--- src/verilog/zxuno_pkg.sv ---
`default_nettype none

package zxuno_pkg;

   ////////////////////
   // Bus ports
   ////////////////////

   // Register bank ports, full 16-bit decode
   localparam logic [15:0] zxuno_addr_port = 16'hFC3B;
   localparam logic [15:0] zxuno_data_port = 16'hFD3B;

   // Joystick ports, only the low address byte is decoded
   localparam logic [7:0] kempston_port = 8'h1F;
   localparam logic [7:0] fuller_port = 8'h7F;

   ////////////////////
   // Register numbers
   ////////////////////

   localparam logic [7:0] reg_joyconf = 8'h06;
   localparam logic [7:0] reg_coreid = 8'hFF;

   ////////////////////
   // Joystick
   ////////////////////

   // Protocol codes, one per source in the config byte
   localparam logic [2:0] joy_off = 3'd0;
   localparam logic [2:0] joy_kempston = 3'd1;
   localparam logic [2:0] joy_sinclair1 = 3'd2;
   localparam logic [2:0] joy_sinclair2 = 3'd3;
   localparam logic [2:0] joy_cursor = 3'd4;
   localparam logic [2:0] joy_fuller = 3'd5;

   // Direction vector, fire up down left right, 1 = pressed
   typedef logic [4:0] joy_bit;

   // Bit positions inside joy_bit
   localparam int jb_fire = 4;
   localparam int jb_up = 3;
   localparam int jb_down = 2;
   localparam int jb_left = 1;
   localparam int jb_right = 0;

   // Config byte, raw for readback, fields for decode
   typedef union packed {
      logic [7:0] raw;
      struct packed {
         logic       rsv7;
         logic [2:0] db9;
         logic       rsv3;
         logic [2:0] kbd;
      } f;
   } joy_conf_u;

   ////////////////////
   // Core ID
   ////////////////////

   localparam int coreid_len = 8;
   // Index runs 0..coreid_len, last value means past the end
   localparam int coreid_idx_w = $clog2(coreid_len + 1);
   // First character sits in the top byte
   localparam logic [8*coreid_len-1:0] coreid_text = "ZXIO2025";

endpackage

`default_nettype wire
--- src/verilog/zxuno_reg_if.sv ---
`timescale 1ns/1ps
`default_nettype none

// Register bank bus, from the register ports to the peripherals
interface zxuno_reg_if;

   // Currently selected register
   logic [7:0] regnum;

   // One clk wide, at the start of a data port cycle
   logic regrd;
   logic regwr;

   // One clk wide, on every write to the address port
   logic regnum_changed;

   // Register port side
   modport master (
      output regnum,
      output regrd,
      output regwr,
      output regnum_changed
   );

   // Peripheral side
   modport periph (
      input regnum,
      input regrd,
      input regwr,
      input regnum_changed
   );

endinterface

`default_nettype wire

--- src/verilog/zxuno_io.sv ---
`timescale 1ns/1ps
`default_nettype none

module zxuno_io (
   input  logic        clk,
   input  logic        rst,
   input  logic [15:0] a,
   input  logic        iorq_n,
   input  logic        rd_n,
   input  logic        wr_n,
   input  logic [7:0]  din,
   output logic [7:0]  dout,
   output logic        oe_n,
   input  logic [4:0]  kbdjoy_in,
   input  logic [4:0]  db9joy_in,
   input  logic [4:0]  kbdcol_in,
   output logic [4:0]  kbdcol_out
);
   import zxuno_pkg::*;

   // Register bank bus
   zxuno_reg_if regs_if ();

   // Per block read data
   logic [7:0] regs_dout;
   logic       regs_oe_n;
   logic [7:0] coreid_dout;
   logic       coreid_oe_n;
   logic [7:0] joy_dout;
   logic       joy_oe_n;

   ////////////////////
   // Blocks
   ////////////////////

   zxuno_regs regs0 (
      .clk    (clk),
      .rst    (rst),
      .a      (a),
      .iorq_n (iorq_n),
      .rd_n   (rd_n),
      .wr_n   (wr_n),
      .din    (din),
      .dout   (regs_dout),
      .oe_n   (regs_oe_n),
      .regs   (regs_if.master)
   );

   core_id core_id0 (
      .clk  (clk),
      .rst  (rst),
      .regs (regs_if.periph),
      .dout (coreid_dout),
      .oe_n (coreid_oe_n)
   );

   joystick_protocols joy0 (
      .clk        (clk),
      .rst        (rst),
      .a          (a),
      .iorq_n     (iorq_n),
      .rd_n       (rd_n),
      .din        (din),
      .regs       (regs_if.periph),
      .kbdjoy_in  (kbdjoy_in),
      .db9joy_in  (db9joy_in),
      .kbdcol_in  (kbdcol_in),
      .kbdcol_out (kbdcol_out),
      .dout       (joy_dout),
      .oe_n       (joy_oe_n)
   );

   ////////////////////
   // Read data mux
   ////////////////////

   logic data_rd;

   // Core ID only drives the bus during a data port read
   assign data_rd = !iorq_n && !rd_n && (a == zxuno_data_port);

   // Fixed priority, FF with the bus released when nobody answers
   always_comb begin
      if (!regs_oe_n) begin
         dout = regs_dout;
         oe_n = 1'b0;
      end else if (!coreid_oe_n && data_rd) begin
         dout = coreid_dout;
         oe_n = 1'b0;
      end else if (!joy_oe_n) begin
         dout = joy_dout;
         oe_n = 1'b0;
      end else begin
         dout = 8'hFF;
         oe_n = 1'b1;
      end
   end

endmodule

`default_nettype wire

--- src/verilog/joystick_protocols.sv ---
`timescale 1ns/1ps
`default_nettype none

module joystick_protocols (
   input  logic            clk,
   input  logic            rst,
   input  logic [15:0]     a,
   input  logic            iorq_n,
   input  logic            rd_n,
   input  logic [7:0]      din,
   zxuno_reg_if.periph     regs,
   input  zxuno_pkg::joy_bit kbdjoy_in,
   input  zxuno_pkg::joy_bit db9joy_in,
   input  logic [4:0]      kbdcol_in,
   output logic [4:0]      kbdcol_out,
   output logic [7:0]      dout,
   output logic            oe_n
);
   import zxuno_pkg::*;

   ////////////////////
   // Config register
   ////////////////////

   joy_conf_u conf;

   always_ff @(posedge clk) begin
      if (rst) begin
         // All sources off
         conf.raw <= 8'h00;
      end else if (regs.regwr && (regs.regnum == reg_joyconf)) begin
         conf.raw <= din;
      end
   end

   ////////////////////
   // Kempston and Fuller
   ////////////////////

   logic   kemp_en;
   logic   fuller_en;
   joy_bit kemp_bits;
   joy_bit fuller_bits;

   // Port answers only while some source uses it
   assign kemp_en = (conf.f.kbd == joy_kempston) || (conf.f.db9 == joy_kempston);
   assign fuller_en = (conf.f.kbd == joy_fuller) || (conf.f.db9 == joy_fuller);

   // Both sources on one protocol are ORed
   assign kemp_bits = ((conf.f.kbd == joy_kempston) ? kbdjoy_in : 5'b00000)
                    | ((conf.f.db9 == joy_kempston) ? db9joy_in : 5'b00000);
   assign fuller_bits = ((conf.f.kbd == joy_fuller) ? kbdjoy_in : 5'b00000)
                      | ((conf.f.db9 == joy_fuller) ? db9joy_in : 5'b00000);

   ////////////////////
   // CPU reads
   ////////////////////

   logic io_rd;
   logic conf_rd;
   logic kemp_rd;
   logic fuller_rd;

   assign io_rd = !iorq_n && !rd_n;
   assign conf_rd = io_rd && (a == zxuno_data_port) && (regs.regnum == reg_joyconf);
   // Low byte decode only
   assign kemp_rd = io_rd && (a[7:0] == kempston_port) && kemp_en;
   assign fuller_rd = io_rd && (a[7:0] == fuller_port) && fuller_en;

   always_comb begin
      if (conf_rd) begin
         dout = conf.raw;
      end else if (kemp_rd) begin
         // Bits 000 fire up down left right active high
         dout = {3'b000, kemp_bits};
      end else if (fuller_rd) begin
         // Bits fire 111 right left down up active low
         dout = {~fuller_bits[jb_fire], 3'b111, ~fuller_bits[jb_right],
                 ~fuller_bits[jb_left], ~fuller_bits[jb_down], ~fuller_bits[jb_up]};
      end else begin
         dout = 8'hFF;
      end
   end

   assign oe_n = !(conf_rd || kemp_rd || fuller_rd);

   ////////////////////
   // Keyboard columns
   ////////////////////

   // Active high pressed columns for one source
   function automatic logic [4:0] col_mask(
      input logic [2:0] proto,
      input joy_bit     j,
      input logic       row11,
      input logic       row12
   );
      logic [4:0] m;
      m = 5'b00000;
      case (proto)
         joy_sinclair1: begin
            // Keys 6 to 0 on row A12
            if (row12) begin
               m = {j[jb_left], j[jb_right], j[jb_down], j[jb_up], j[jb_fire]};
            end
         end
         joy_sinclair2: begin
            // Keys 1 to 5 on row A11
            if (row11) begin
               m = {j[jb_fire], j[jb_up], j[jb_down], j[jb_right], j[jb_left]};
            end
         end
         joy_cursor: begin
            // Left is key 5 on row A11
            if (row11) begin
               m[4] = j[jb_left];
            end
            // Keys 6 7 8 and 0 on row A12
            if (row12) begin
               m = m | {j[jb_down], j[jb_up], j[jb_right], 1'b0, j[jb_fire]};
            end
         end
         default: begin
            // No keys for the other protocols
            m = 5'b00000;
         end
      endcase
      return m;
   endfunction

   logic       row11_sel;
   logic       row12_sel;
   logic [4:0] key_mask;

   // Row is scanned when its address line is low
   assign row11_sel = !a[11];
   assign row12_sel = !a[12];

   assign key_mask = col_mask(conf.f.kbd, kbdjoy_in, row11_sel, row12_sel)
                   | col_mask(conf.f.db9, db9joy_in, row11_sel, row12_sel);

   // Active low columns
   // A pressed key pulls its column down
   assign kbdcol_out = kbdcol_in & ~key_mask;

endmodule

`default_nettype wire

--- src/verilog/core_id.sv ---
`timescale 1ns/1ps
`default_nettype none

module core_id (
   input  logic        clk,
   input  logic        rst,
   zxuno_reg_if.periph regs,
   output logic [7:0]  dout,
   output logic        oe_n
);
   import zxuno_pkg::*;

   // Next character to hand out, coreid_len once the string is done
   logic [coreid_idx_w-1:0] idx;
   // Character returned by the read in progress
   logic [7:0] rd_char;
   logic [7:0] cur_char;
   logic       id_sel;
   logic       at_end;

   assign id_sel = (regs.regnum == reg_coreid);
   assign at_end = (idx == coreid_idx_w'(coreid_len));

   // Character at idx, zero past the end
   always_comb begin
      if (at_end) begin
         cur_char = 8'h00;
      end else begin
         cur_char = coreid_text[8*(coreid_len-1-int'(idx)) +: 8];
      end
   end

   ////////////////////
   // Index
   ////////////////////

   always_ff @(posedge clk) begin
      if (rst) begin
         idx <= '0;
      end else if (regs.regnum_changed) begin
         // Any reselect restarts the string
         idx <= '0;
      end else if (regs.regrd && id_sel && !at_end) begin
         idx <= idx + 1'b1;
      end
   end

   // Hold the character after idx has moved on
   always_ff @(posedge clk) begin
      if (regs.regrd && id_sel) begin
         rd_char <= cur_char;
      end
   end

   // During the strobe idx still points at this read's character
   assign dout = regs.regrd ? cur_char : rd_char;
   // ID register selected, top level qualifies with the data port read
   assign oe_n = !id_sel;

endmodule

`default_nettype wire

--- src/verilog/zxuno_regs.sv ---
`timescale 1ns/1ps
`default_nettype none

module zxuno_regs (
   input  logic              clk,
   input  logic              rst,
   input  logic [15:0]       a,
   input  logic              iorq_n,
   input  logic              rd_n,
   input  logic              wr_n,
   input  logic [7:0]        din,
   output logic [7:0]        dout,
   output logic              oe_n,
   zxuno_reg_if.master       regs
);
   import zxuno_pkg::*;

   ////////////////////
   // Port decode
   ////////////////////

   logic addr_sel;
   logic data_sel;
   logic addr_rd;
   logic addr_wr;
   logic data_rd;
   logic data_wr;

   assign addr_sel = !iorq_n && (a == zxuno_addr_port);
   assign data_sel = !iorq_n && (a == zxuno_data_port);

   assign addr_rd = addr_sel && !rd_n;
   assign addr_wr = addr_sel && !wr_n;
   assign data_rd = data_sel && !rd_n;
   assign data_wr = data_sel && !wr_n;

   ////////////////////
   // Cycle start detect
   ////////////////////

   // Access terms as seen at the previous edge
   logic addr_wr_q;
   logic data_rd_q;
   logic data_wr_q;

   logic addr_wr_start;
   logic data_rd_start;
   logic data_wr_start;

   // Seen now, not seen at the edge before
   assign addr_wr_start = addr_wr && !addr_wr_q;
   assign data_rd_start = data_rd && !data_rd_q;
   assign data_wr_start = data_wr && !data_wr_q;

   always_ff @(posedge clk) begin
      if (rst) begin
         addr_wr_q <= 1'b0;
         data_rd_q <= 1'b0;
         data_wr_q <= 1'b0;
         regs.regnum <= 8'h00;
         regs.regrd <= 1'b0;
         regs.regwr <= 1'b0;
         regs.regnum_changed <= 1'b0;
      end else begin
         addr_wr_q <= addr_wr;
         data_rd_q <= data_rd;
         data_wr_q <= data_wr;
         // Strobes last one clk each
         regs.regrd <= data_rd_start;
         regs.regwr <= data_wr_start;
         regs.regnum_changed <= addr_wr_start;
         // New register number, taken once per write cycle
         if (addr_wr_start) begin
            regs.regnum <= din;
         end
      end
   end

   // Address port readback, valid for the whole read cycle
   assign dout = regs.regnum;
   assign oe_n = !addr_rd;

endmodule

`default_nettype wire

--- config.mk ---
export PLATFORM = sky130hd
export DESIGN_NAME = zxuno_io
export DESIGN_NICKNAME = d
export VERILOG_FILES = /design/src/verilog/zxuno_pkg.sv /design/src/verilog/zxuno_reg_if.sv /design/src/verilog/zxuno_io.sv /design/src/verilog/joystick_protocols.sv /design/src/verilog/core_id.sv /design/src/verilog/zxuno_regs.sv
export SDC_FILE = /design/constraint.sdc
export NUM_CORES = 1
export LEC_CHECK = 0
export BUFFER_PORTS_ARGS = -buffer_cell sky130_fd_sc_hd__buf_2
export CORE_MARGIN = 5
export CORE_UTILIZATION = 56
export DETAILED_ROUTE_END_ITERATION = 10
export PLACE_DENSITY = 0.85
export SLEW_MARGIN = 20
export SYNTH_ARGS = -nofsm -noshare
export SYNTH_HDL_FRONTEND = slang
export SYNTH_SLANG_ARGS = --single-unit
--- constraint.sdc ---
create_clock -name clk -period 5.4 [get_ports clk]
set_input_delay 0 -clock clk [delete_from_list [all_inputs] [get_ports clk]]
set_output_delay 0 -clock clk [all_outputs]
set_load 0.05 [all_outputs]
* Yosys cells after proc, flatten, opt, wreduce, memory -nomap -nowiden
Index checks and enable logic that the tools add are counted.
** Word-level totals
- Register bits after elaboration :: 34
- Bits of input ports :: 44
- Output and inout port bits :: 14
- Logic and storage cells :: 101
** Cells by class
- $add $sub $neg :: 2
- Eq/ne operators :: 17
- Shift-type cells :: 1
- Mux-type cells :: 27
- Bitwise gates (word level) :: 12
- Reductions and logical operators :: 32
** Operators with widths (number)
- 8-bit 2-to-1 mux :: 8
- 64-bit by 32-bit indexed part select with 8-bit output, first input constant :: 1
- 5-bit 2-to-1 mux :: 10
- 16-bit equality test, second input constant :: 2
- 5-bit one-hot mux with 3 select lines :: 2
- 5-bit bitwise OR :: 5
- 1-bit logical AND :: 20
- 3-bit by 2-bit equality test with 1-bit output, second input constant :: 4
- 3-bit equality test, second input constant :: 4
- 8-bit by 3-bit equality test with 1-bit output, second input constant :: 1
- 8-bit by 5-bit equality test with 1-bit output, second input constant :: 1
- 8-bit by 7-bit equality test with 1-bit output, second input constant :: 1
- 8-bit equality test, second input constant :: 1
- 1-bit logical NOT :: 7
- 1-bit 2-to-1 mux :: 7
- 3-bit by 1-bit equality test with 1-bit output, second input constant :: 2
- 5-bit bitwise AND :: 1
- 1-bit NOT :: 5
- 5-bit NOT :: 1
- 3-bit by 4-bit subtractor with 5-bit output, first input constant :: 1
- 4-bit by 1-bit adder with 4-bit output, second input constant :: 1
- 4-bit equality test, second input constant :: 1
- 1-bit logical OR :: 4
- 2-bit OR reduction :: 1

* Depth between registers and ports, before layout
Gate-level depths: netlist of run 1.
- Depth after elaboration :: 10
- Gate-level depth with buffers :: 7

* Cells and area by module
Synthesis of run 1 repeated with hierarchy kept, for this count alone.
** Unflattened totals
- Cells, all modules :: 297
- Area total of the unflattened synthesis :: 2602.5 µm²
** By module, submodules not included
- joystick_protocols :: instances 1, cells each 124, area each 992.2 µm², sequential area each 160.2 µm²
- zxuno_regs :: instances 1, cells each 67, area each 631.9 µm², sequential area each 280.3 µm²
- core_id :: instances 1, cells each 57, area each 585.6 µm², sequential area each 260.2 µm²
- zxuno_io :: instances 1, cells each 49, area each 392.9 µm², sequential area each 0.0 µm²

* Worst setup path after synthesis of run 1
OpenSTA, ideal clock, no wires.
- Path kind :: reg-to-output
- Start point :: register joy0.conf[4] (netlist name)
- End point :: output dout[1]
- Data arrival time :: 2.494 ns
- Slack :: 2.906 ns
- Cell stages (with the launch flop) :: 8
- Path buffers :: 2
- Path through :: dfxtp_1 clkbuf_2 nor3b_1 o21ai_0 or2_2 clkbuf_1 a221oi_1 o31ai_1
** Between the ends
- Cells in the longest elaborated chain, start to end :: 10
** RTL lines
- from (decl) :: RTL line joystick_protocols.sv:25 : joy_conf_u conf;
- 3-bit equality test :: RTL line joystick_protocols.sv:47, joystick_protocols.sv:53
- 5-bit 2-to-1 mux :: RTL line joystick_protocols.sv:53 : | ((conf.f.db9 == joy_fuller) ? db9joy_in : 5'b00000);
- 5-bit bitwise OR :: RTL line joystick_protocols.sv:53
- 1-bit NOT :: RTL line joystick_protocols.sv:79 : ~fuller_bits[jb_left], ~fuller_bits[jb_down], ~fuller_bits[jb_up]};
- 8-bit 2-to-1 mux :: RTL line joystick_protocols.sv:76 : end else if (fuller_rd) begin
- 8-bit 2-to-1 mux :: RTL line joystick_protocols.sv:73 : end else if (kemp_rd) begin
- 8-bit 2-to-1 mux :: RTL line joystick_protocols.sv:71 : if (conf_rd) begin
- 8-bit 2-to-1 mux * :: RTL line zxuno_io.sv:90 : end else if (!joy_oe_n) begin
- 8-bit 2-to-1 mux * :: RTL line zxuno_io.sv:87 : end else if (!coreid_oe_n && data_rd) begin
- 8-bit 2-to-1 mux * :: RTL line zxuno_io.sv:84 : if (!regs_oe_n) begin
- to (decl) :: RTL line zxuno_io.sv:12 : output logic [7:0] dout,
Every way passes the cells marked *; elsewhere a longest branch is shown, timed or not.

* Final worst setup path of run 1
- Start point :: register joy0.conf[4] (netlist name)
- End point :: output dout[2]
Same word-level chain as after synthesis.

==> metrics.cfg, run 1 <==
[worst_hold_path]
min_path_cells=2
hold_start=rst
min_to=regs0.dout[1]
holdCritPathClass=in2reg

[setup_path]
rrSetupSlack_ps=3300
reg2reg_to=joy0.conf[7]
start_kind=register
path_max_fanout=9
crit_type=reg2out
end_kind=output pin
r2r_start=regs0.dout[3]
arrival_ps=2650
worstPathRequired_ps=5400
ff2ff_path_depth=6

[cells_and_area]
layoutNonFillerInstCount=351
drive_gt1_share_pct=25.6
fin_nets=350
final_common_cell=buf_2
diodes=0
multiInputGateArea_sq_um=1220
seq_area_sq_um=701
areaGrowthSynthToFinish_pct=23.3
final_cell_mix=buf_2 (57), dfxtp_1 (26), nor2_1 (24), nand2_1 (21), a22oi_1 (15)
nFillCells=279
fin_util_pct=72.5

[drt]
viasPerCell=6.07
drt_wl_total_mm=5.84
wire_per_inst_um=16.6
drcViolationCount=0
ant_nets=0
num_vias=2129
firstDrtPassIters=5
dr.first_iter.drc_count=199

[timing]
period_minus_slack_ps=2650
tightestPinTransition_ps=790
max-slew-margin-rel_pct=46.6
period_share_pct=49.1
fmax_mhz=377
finClkSkew_ps=14.3
hold_slack_ps=73.5
tns_ps=0
hold_viol=0
setup_viol=0
slew_viol_final=0
setup_slack_ps=2750
rsz0062_at_grt=no

[power_and_ir_drop]
ir_drop_mv=0.166
powerDensity_nw_per_um2=176
p_leak_nw=0.907

[floorplan]
initial_utilization_pct=58.8
pin_count=58
die_x_um=69.9
die_y_um=69.9
die_area_sq_um=4880
core-area_sq_um=3420
rows=21

[job]
cap_violations=0

[synthesis]
ys_seq_area_share_pct=34.9
synthArstFlopShare_pct=0
synth_edf_count=6
syn-cell-area_sq_um=2010
synth_ff_type=dfxtp_1
yosys_warnings=0
syn_avg_cell_area_sq_um=8.36
synth.distinct_cells=50
syn-num-nets=286
synth-seq-cells=32
syn_inst=240

[clock_tree]
clk_latency_ps=340
cts_hold_buf=11
cts_resized=0
clk_path_buf_depth=2
cts_tree=built
htreeDepth=2
cts-root-buf=clkbuf_4
clkSlewWorstSetupHoldPaths_ps=100
post-cts-setup-buffer-count=0
clock-sinks=32
cts_buffers=5

[global_route]
grt_max_degree=24
antenna_found_initial=0
grt_usage_pct=24.5
grt_pass1_wl_mm=9.86
grt_pass1_vias=2076
grt_overflow=0

[status]
status=complete, no violations

[placement]
io_buffers=57
pre_cts_slack_ps=3180
place.gp.congestion=0.895
dp.cells=332
hpwl_mm=4.20

==> cell type report <==
cell class,instances,share of cell area [%]
clock buffer,8,2.38
inverter,9,1.37
multi-input combinational,187,49.3
sequential,32,28.3
tap,46,2.33
timing repair buffer,69,16.3
==> through the flow <==
step	area [sq um]	total power [mW]
final	2470	0.435
after global placement	2300	0.290
after detailed placement	2300	0.290
after global routing	2470	0.452
after CTS	2470	0.433
after floorplan	2010	0.265
==> power by group <==
| group | leakage [nW] | switching, mW | internal [mW] |
|---|---|---|---|
| registers | 0.260 | 0.000000517 | 0.242 |
| clock network | 0.0326 | 0.0797 | 0.0642 |
| logic | 0.614 | 0.0281 | 0.0214 |
| total | 0.907 | 0.108 | 0.327 |
==> cell families after synthesis <==
kind of cell	after synthesis	synth area share, %
AOI/OAI and AO/OA	64	21.5
xor gates and xnor gates	4	1.75
adders and majority gates	2	1.25
buffers and inverters	21	4.49
DFF	32	34.9
muxes	14	7.23
and+or+nand+nor	103	28.9
==> routing by layer <==
| metal | GRT usage (%) | vias up | part of all wire [%] |
|---|---|---|---|
| met5 | 0 | - | 0 |
| met4 | 8.94 | 0 | 1.8 |
| met3 | 5.88 | 11 | 10 |
| met2 | 38.8 | 129 | 46 |
| met1 | 32.4 | 954 | 42 |
| li1 | - | 1035 | - |
==> critical path: stages (launching register included) <==
cell and delay, ps:
dfxtp_1 460, nor3b_1 590, o21ai_0 280, or2_2 400, a221oi_1 240, o31ai_1 120
buf_2 220
==> how the worst max path moves through the flow <==
stage | startpoint | endpoint
global placement | joy0.conf[4] | dout[0]
global route | joy0.conf[4] | dout[2]
detailed placement | joy0.conf[4] | dout[2]
finish | joy0.conf[4] | dout[2]
floorplan | joy0.conf[4] | dout[1]
CTS | joy0.conf[4] | dout[2]
==> flip-flops by register name, summed over array words and instances, names as in the netlist <==
name / count
core_id0.idx: 4
core_id0.rd_char: 6
joy0.conf: 8
regs0.addr_wr_q: 1
regs0.data_rd_q: 1
regs0.data_wr_q: 1
regs0.dout: 8
regs0.regs.regnum_changed: 1
regs0.regs.regrd: 1
regs0.regs.regwr: 1
==> synthesized netlist by cell type, drive strengths merged (2+ instances only) <==
cell / instances / area [sq um]
xnor2: 2 / 17.5
nand4: 3 / 18.8
nand2: 21 / 78.8
buf: 2 / 16.3
a21oi: 11 / 55.1
o21a: 2 / 15.0
ha: 2 / 25.0
nor2: 24 / 90.1
mux2: 4 / 45.0
or4: 2 / 18.8
or3: 3 / 21.3
inv: 9 / 33.8
clkbuf: 10 / 40.0
mux2i: 10 / 100
a211oi: 3 / 22.5
a22oi: 15 / 113
nor3: 11 / 55.1
o22ai: 7 / 43.8
nor3b: 6 / 45.0
edfxtp: 6 / 180
dfxtp: 26 / 521
a221oi: 5 / 43.8
nand3: 12 / 60.1
nand4b: 3 / 41.3
nor4: 4 / 40.0
o21ai: 12 / 60.1
or2: 2 / 12.5
o31ai: 3 / 22.5
nor2b: 3 / 18.8
and3b: 2 / 17.5
xor2: 2 / 17.5
No activity file was read; power rests on OpenSTA's default activity.
==> run 2: changes to the inputs <==
--- a/config.mk
+++ b/config.mk
@@ -5,11 +5,12 @@
 export SDC_FILE = /design/constraint.sdc
 export NUM_CORES = 1
 export LEC_CHECK = 0
+export ABC_AREA = 1
 export BUFFER_PORTS_ARGS = -buffer_cell sky130_fd_sc_hd__buf_2
 export CORE_MARGIN = 5
-export CORE_UTILIZATION = 56
+export CORE_UTILIZATION = 48
 export DETAILED_ROUTE_END_ITERATION = 10
-export PLACE_DENSITY = 0.85
+export PLACE_DENSITY = 0.76
 export SLEW_MARGIN = 20
 export SYNTH_ARGS = -nofsm -noshare
 export SYNTH_HDL_FRONTEND = slang
==> constraint.sdc (replaced) <==
create_clock -name clk -period 2.3 [get_ports clk]
set_input_delay 0 -clock clk [delete_from_list [all_inputs] [get_ports clk]]
set_output_delay 0 -clock clk [all_outputs]
set_load 0.05 [all_outputs]
==> metrics.cfg, run 2 <==
[synthesis]
yosys_warnings=0
synth.distinct_cells=36
synth_top_area_share_pct=23.4
syn-num-nets=388
syn_avg_cell_area_sq_um=6.49
synthTopCellsByCount=nand2_1 (61), inv_1 (53), nor2_1 (50)
synth_edf_count=6
synth-seq-cells=32
synth_area_leader_cell=dfxtp_1
ys_seq_area_share_pct=31.5
syn_inst=342
yosys-top-cells-area=dfxtp_1 (23%), nand2_1 (10%), inv_1 (9.0%), nor2_1 (8.5%), edfxtp_1 (8.1%)
synthArstFlopShare_pct=0
syn-cell-area_sq_um=2220
synth_ff_type=dfxtp_1
synth.most_common_cell=nand2_1

[timing]
slew_viol_final=0
period_minus_slack_ps=2030
hold_viol=0
finClkSkew_ps=7.57
rsz0062_at_grt=no
setup_viol=0
tns_ps=0
hold_slack_ps=33.2
max-slew-margin-rel_pct=73.3
period_share_pct=88.4
fmax_mhz=492
tightestPinTransition_ps=397

[clock_tree]
cts_resized=0
cts-root-buf=clkbuf_8
clk_path_buf_depth=2
cts_tree=built
cts_buffers=5
post-cts-setup-buffer-count=0
clkSlewWorstSetupHoldPaths_ps=60
clk_latency_ps=280
htreeDepth=2
clock-sinks=32
cts_hold_buf=5

[floorplan]
rows=24
die_y_um=78.0
pin_count=58
die_x_um=78.0
die_area_sq_um=6090
core-area_sq_um=4410
initial_utilization_pct=50.3

[setup_path]
rrSetupSlack_ps=730
path_max_fanout=7
ff2ff_path_depth=7
crit_type=reg2out
worstPathRequired_ps=2300
arrival_ps=2030
reg2reg_to=core_id0.idx[1]
r2r_start=regs0.dout[1]
end_kind=output pin
start_kind=register

[power_and_ir_drop]
power_frac_clock_pct=39.9
p_leak_nw=1.19
switchingPower_mw=0.266
switching_share_pct=23.0
p_int_mw=0.890
powerDensity_nw_per_um2=431
p_seq_share_pct=49.2
combPwrFrac_pct=10.9
ir_drop_mv=0.507

[worst_hold_path]
min_to=joy0.conf[5]
hold_start=din[5]
holdCritPathClass=in2reg
min_path_cells=3

[global_route]
grt_overflow=0
grt_pass1_wl_mm=10.4
antenna_found_initial=0
grt_max_degree=16
grt_pass1_vias=2269
grt_usage_pct=20.5

[drt]
wl_met3_um=494
num_vias=2483
ant_nets=0
drt_wl_total_mm=6.34
wl_met2_mm=2.77
firstDrtPassIters=4
drcViolationCount=0
dr.first_iter.drc_count=138
wire_per_inst_um=13.9
wl_met1_mm=2.95
viasPerCell=5.43
highest_layer=met4

[cells_and_area]
nFillCells=423
final_cell_mix=nand2_1 (61), buf_2 (57), inv_1 (53), nor2_1 (50), nand3_1 (27)
diodes=0
final_common_cell=nand2_1
fin_nets=450
drive_gt1_share_pct=20.2
areaGrowthSynthToFinish_pct=20.8
fin_util_pct=60.8

[placement]
io_buffers=57
hpwl_mm=4.98
place.gp.congestion=0.989

[status]
status=complete, no violations

[job]
cap_violations=0

## run 2: cell count changes in the layout (fill, tap and decap cells not counted), sizes merged, moves of 14 or more
cell   delta
a22oi    -15
nand2    +42
inv      +45
nand3    +22
nor2     +30
o21ai    +14
## run 2: how the worst max path moves through the flow
| stage | start | end | slack (ps) | depth (start not counted) |
|---|---|---|---|---|
| 3_5_place_dp | joy0.conf[6] | dout[0] | 620 | 9 |
| 5_1_grt | joy0.conf[5] | dout[0] | 10 | 9 |
| 3_3_place_gp | joy0.conf[2] | dout[0] | 640 | 9 |
| 6_report | joy0.conf[6] | dout[0] | 270 | 9 |
| 2_1_floorplan | joy0.conf[6] | dout[0] | 170 | 8 |
| 4_1_cts | joy0.conf[6] | dout[0] | 300 | 9 |
## run 2: area by class of cell
class                      instances  area, sq um  area share, %
inverter                          55          206           7.69
sequential                        32          701           26.1
timing repair buffer              62          335           12.5
multi-input combinational        248         1280           47.6
clock buffer                       8          100           3.73
tap                               52         65.1           2.42
## run 2: logic make-up (layout without fill, tap and decap cells)
logic type	Yosys count	in the layout	share of synthesized area [%]
adder cells (fa/ha/maj)	2	2	1.13
buffers and inverters	62	125	11.0
AND/OR/NAND/NOR	177	177	38.3
flip-flops	32	32	31.5
AO/OA/AOI/OAI	69	69	18.1
## run 2: routing by layer
layer / up-vias / track usage [%]
li1: 1271 / -
met1: 1100 / 28.0
met2: 99 / 31.5
met3: 13 / 4.69
met4: 0 / 7.60
met5: - / 0
## run 2: worst max-delay path: stages, from the launching register on
cell and delay (ps):
dfxtp_1 370, inv_1 130, nand3_1 200, nand2_1 90
nand2_1 190, nor2_1 70, nor2_1 140, nand2_1 70
o21ai_0 190, buf_2 300
## run 2: power by group through the flow
| stage | Clock, mW | Sequential, mW | Combinational [mW] |
|---|---|---|---|
| after floorplan | 0 | 0.581 | 0.0572 |
| after global placement | 0 | 0.581 | 0.117 |
| after detailed placement | 0 | 0.581 | 0.117 |
| after CTS | 0.475 | 0.569 | 0.124 |
| after global routing | 0.503 | 0.568 | 0.137 |
| final | 0.461 | 0.569 | 0.126 |
## run 2: metrics by stage
stage,area [sq um],power (mW),cells,worst slack [ps]
global route,2680,1.21,457,14.9
floorplan,2220,0.638,342,170
global placement,2530,0.698,444,643
finish,2680,1.16,457,268
CTS,2680,1.17,457,297
detailed placement,2530,0.698,444,615
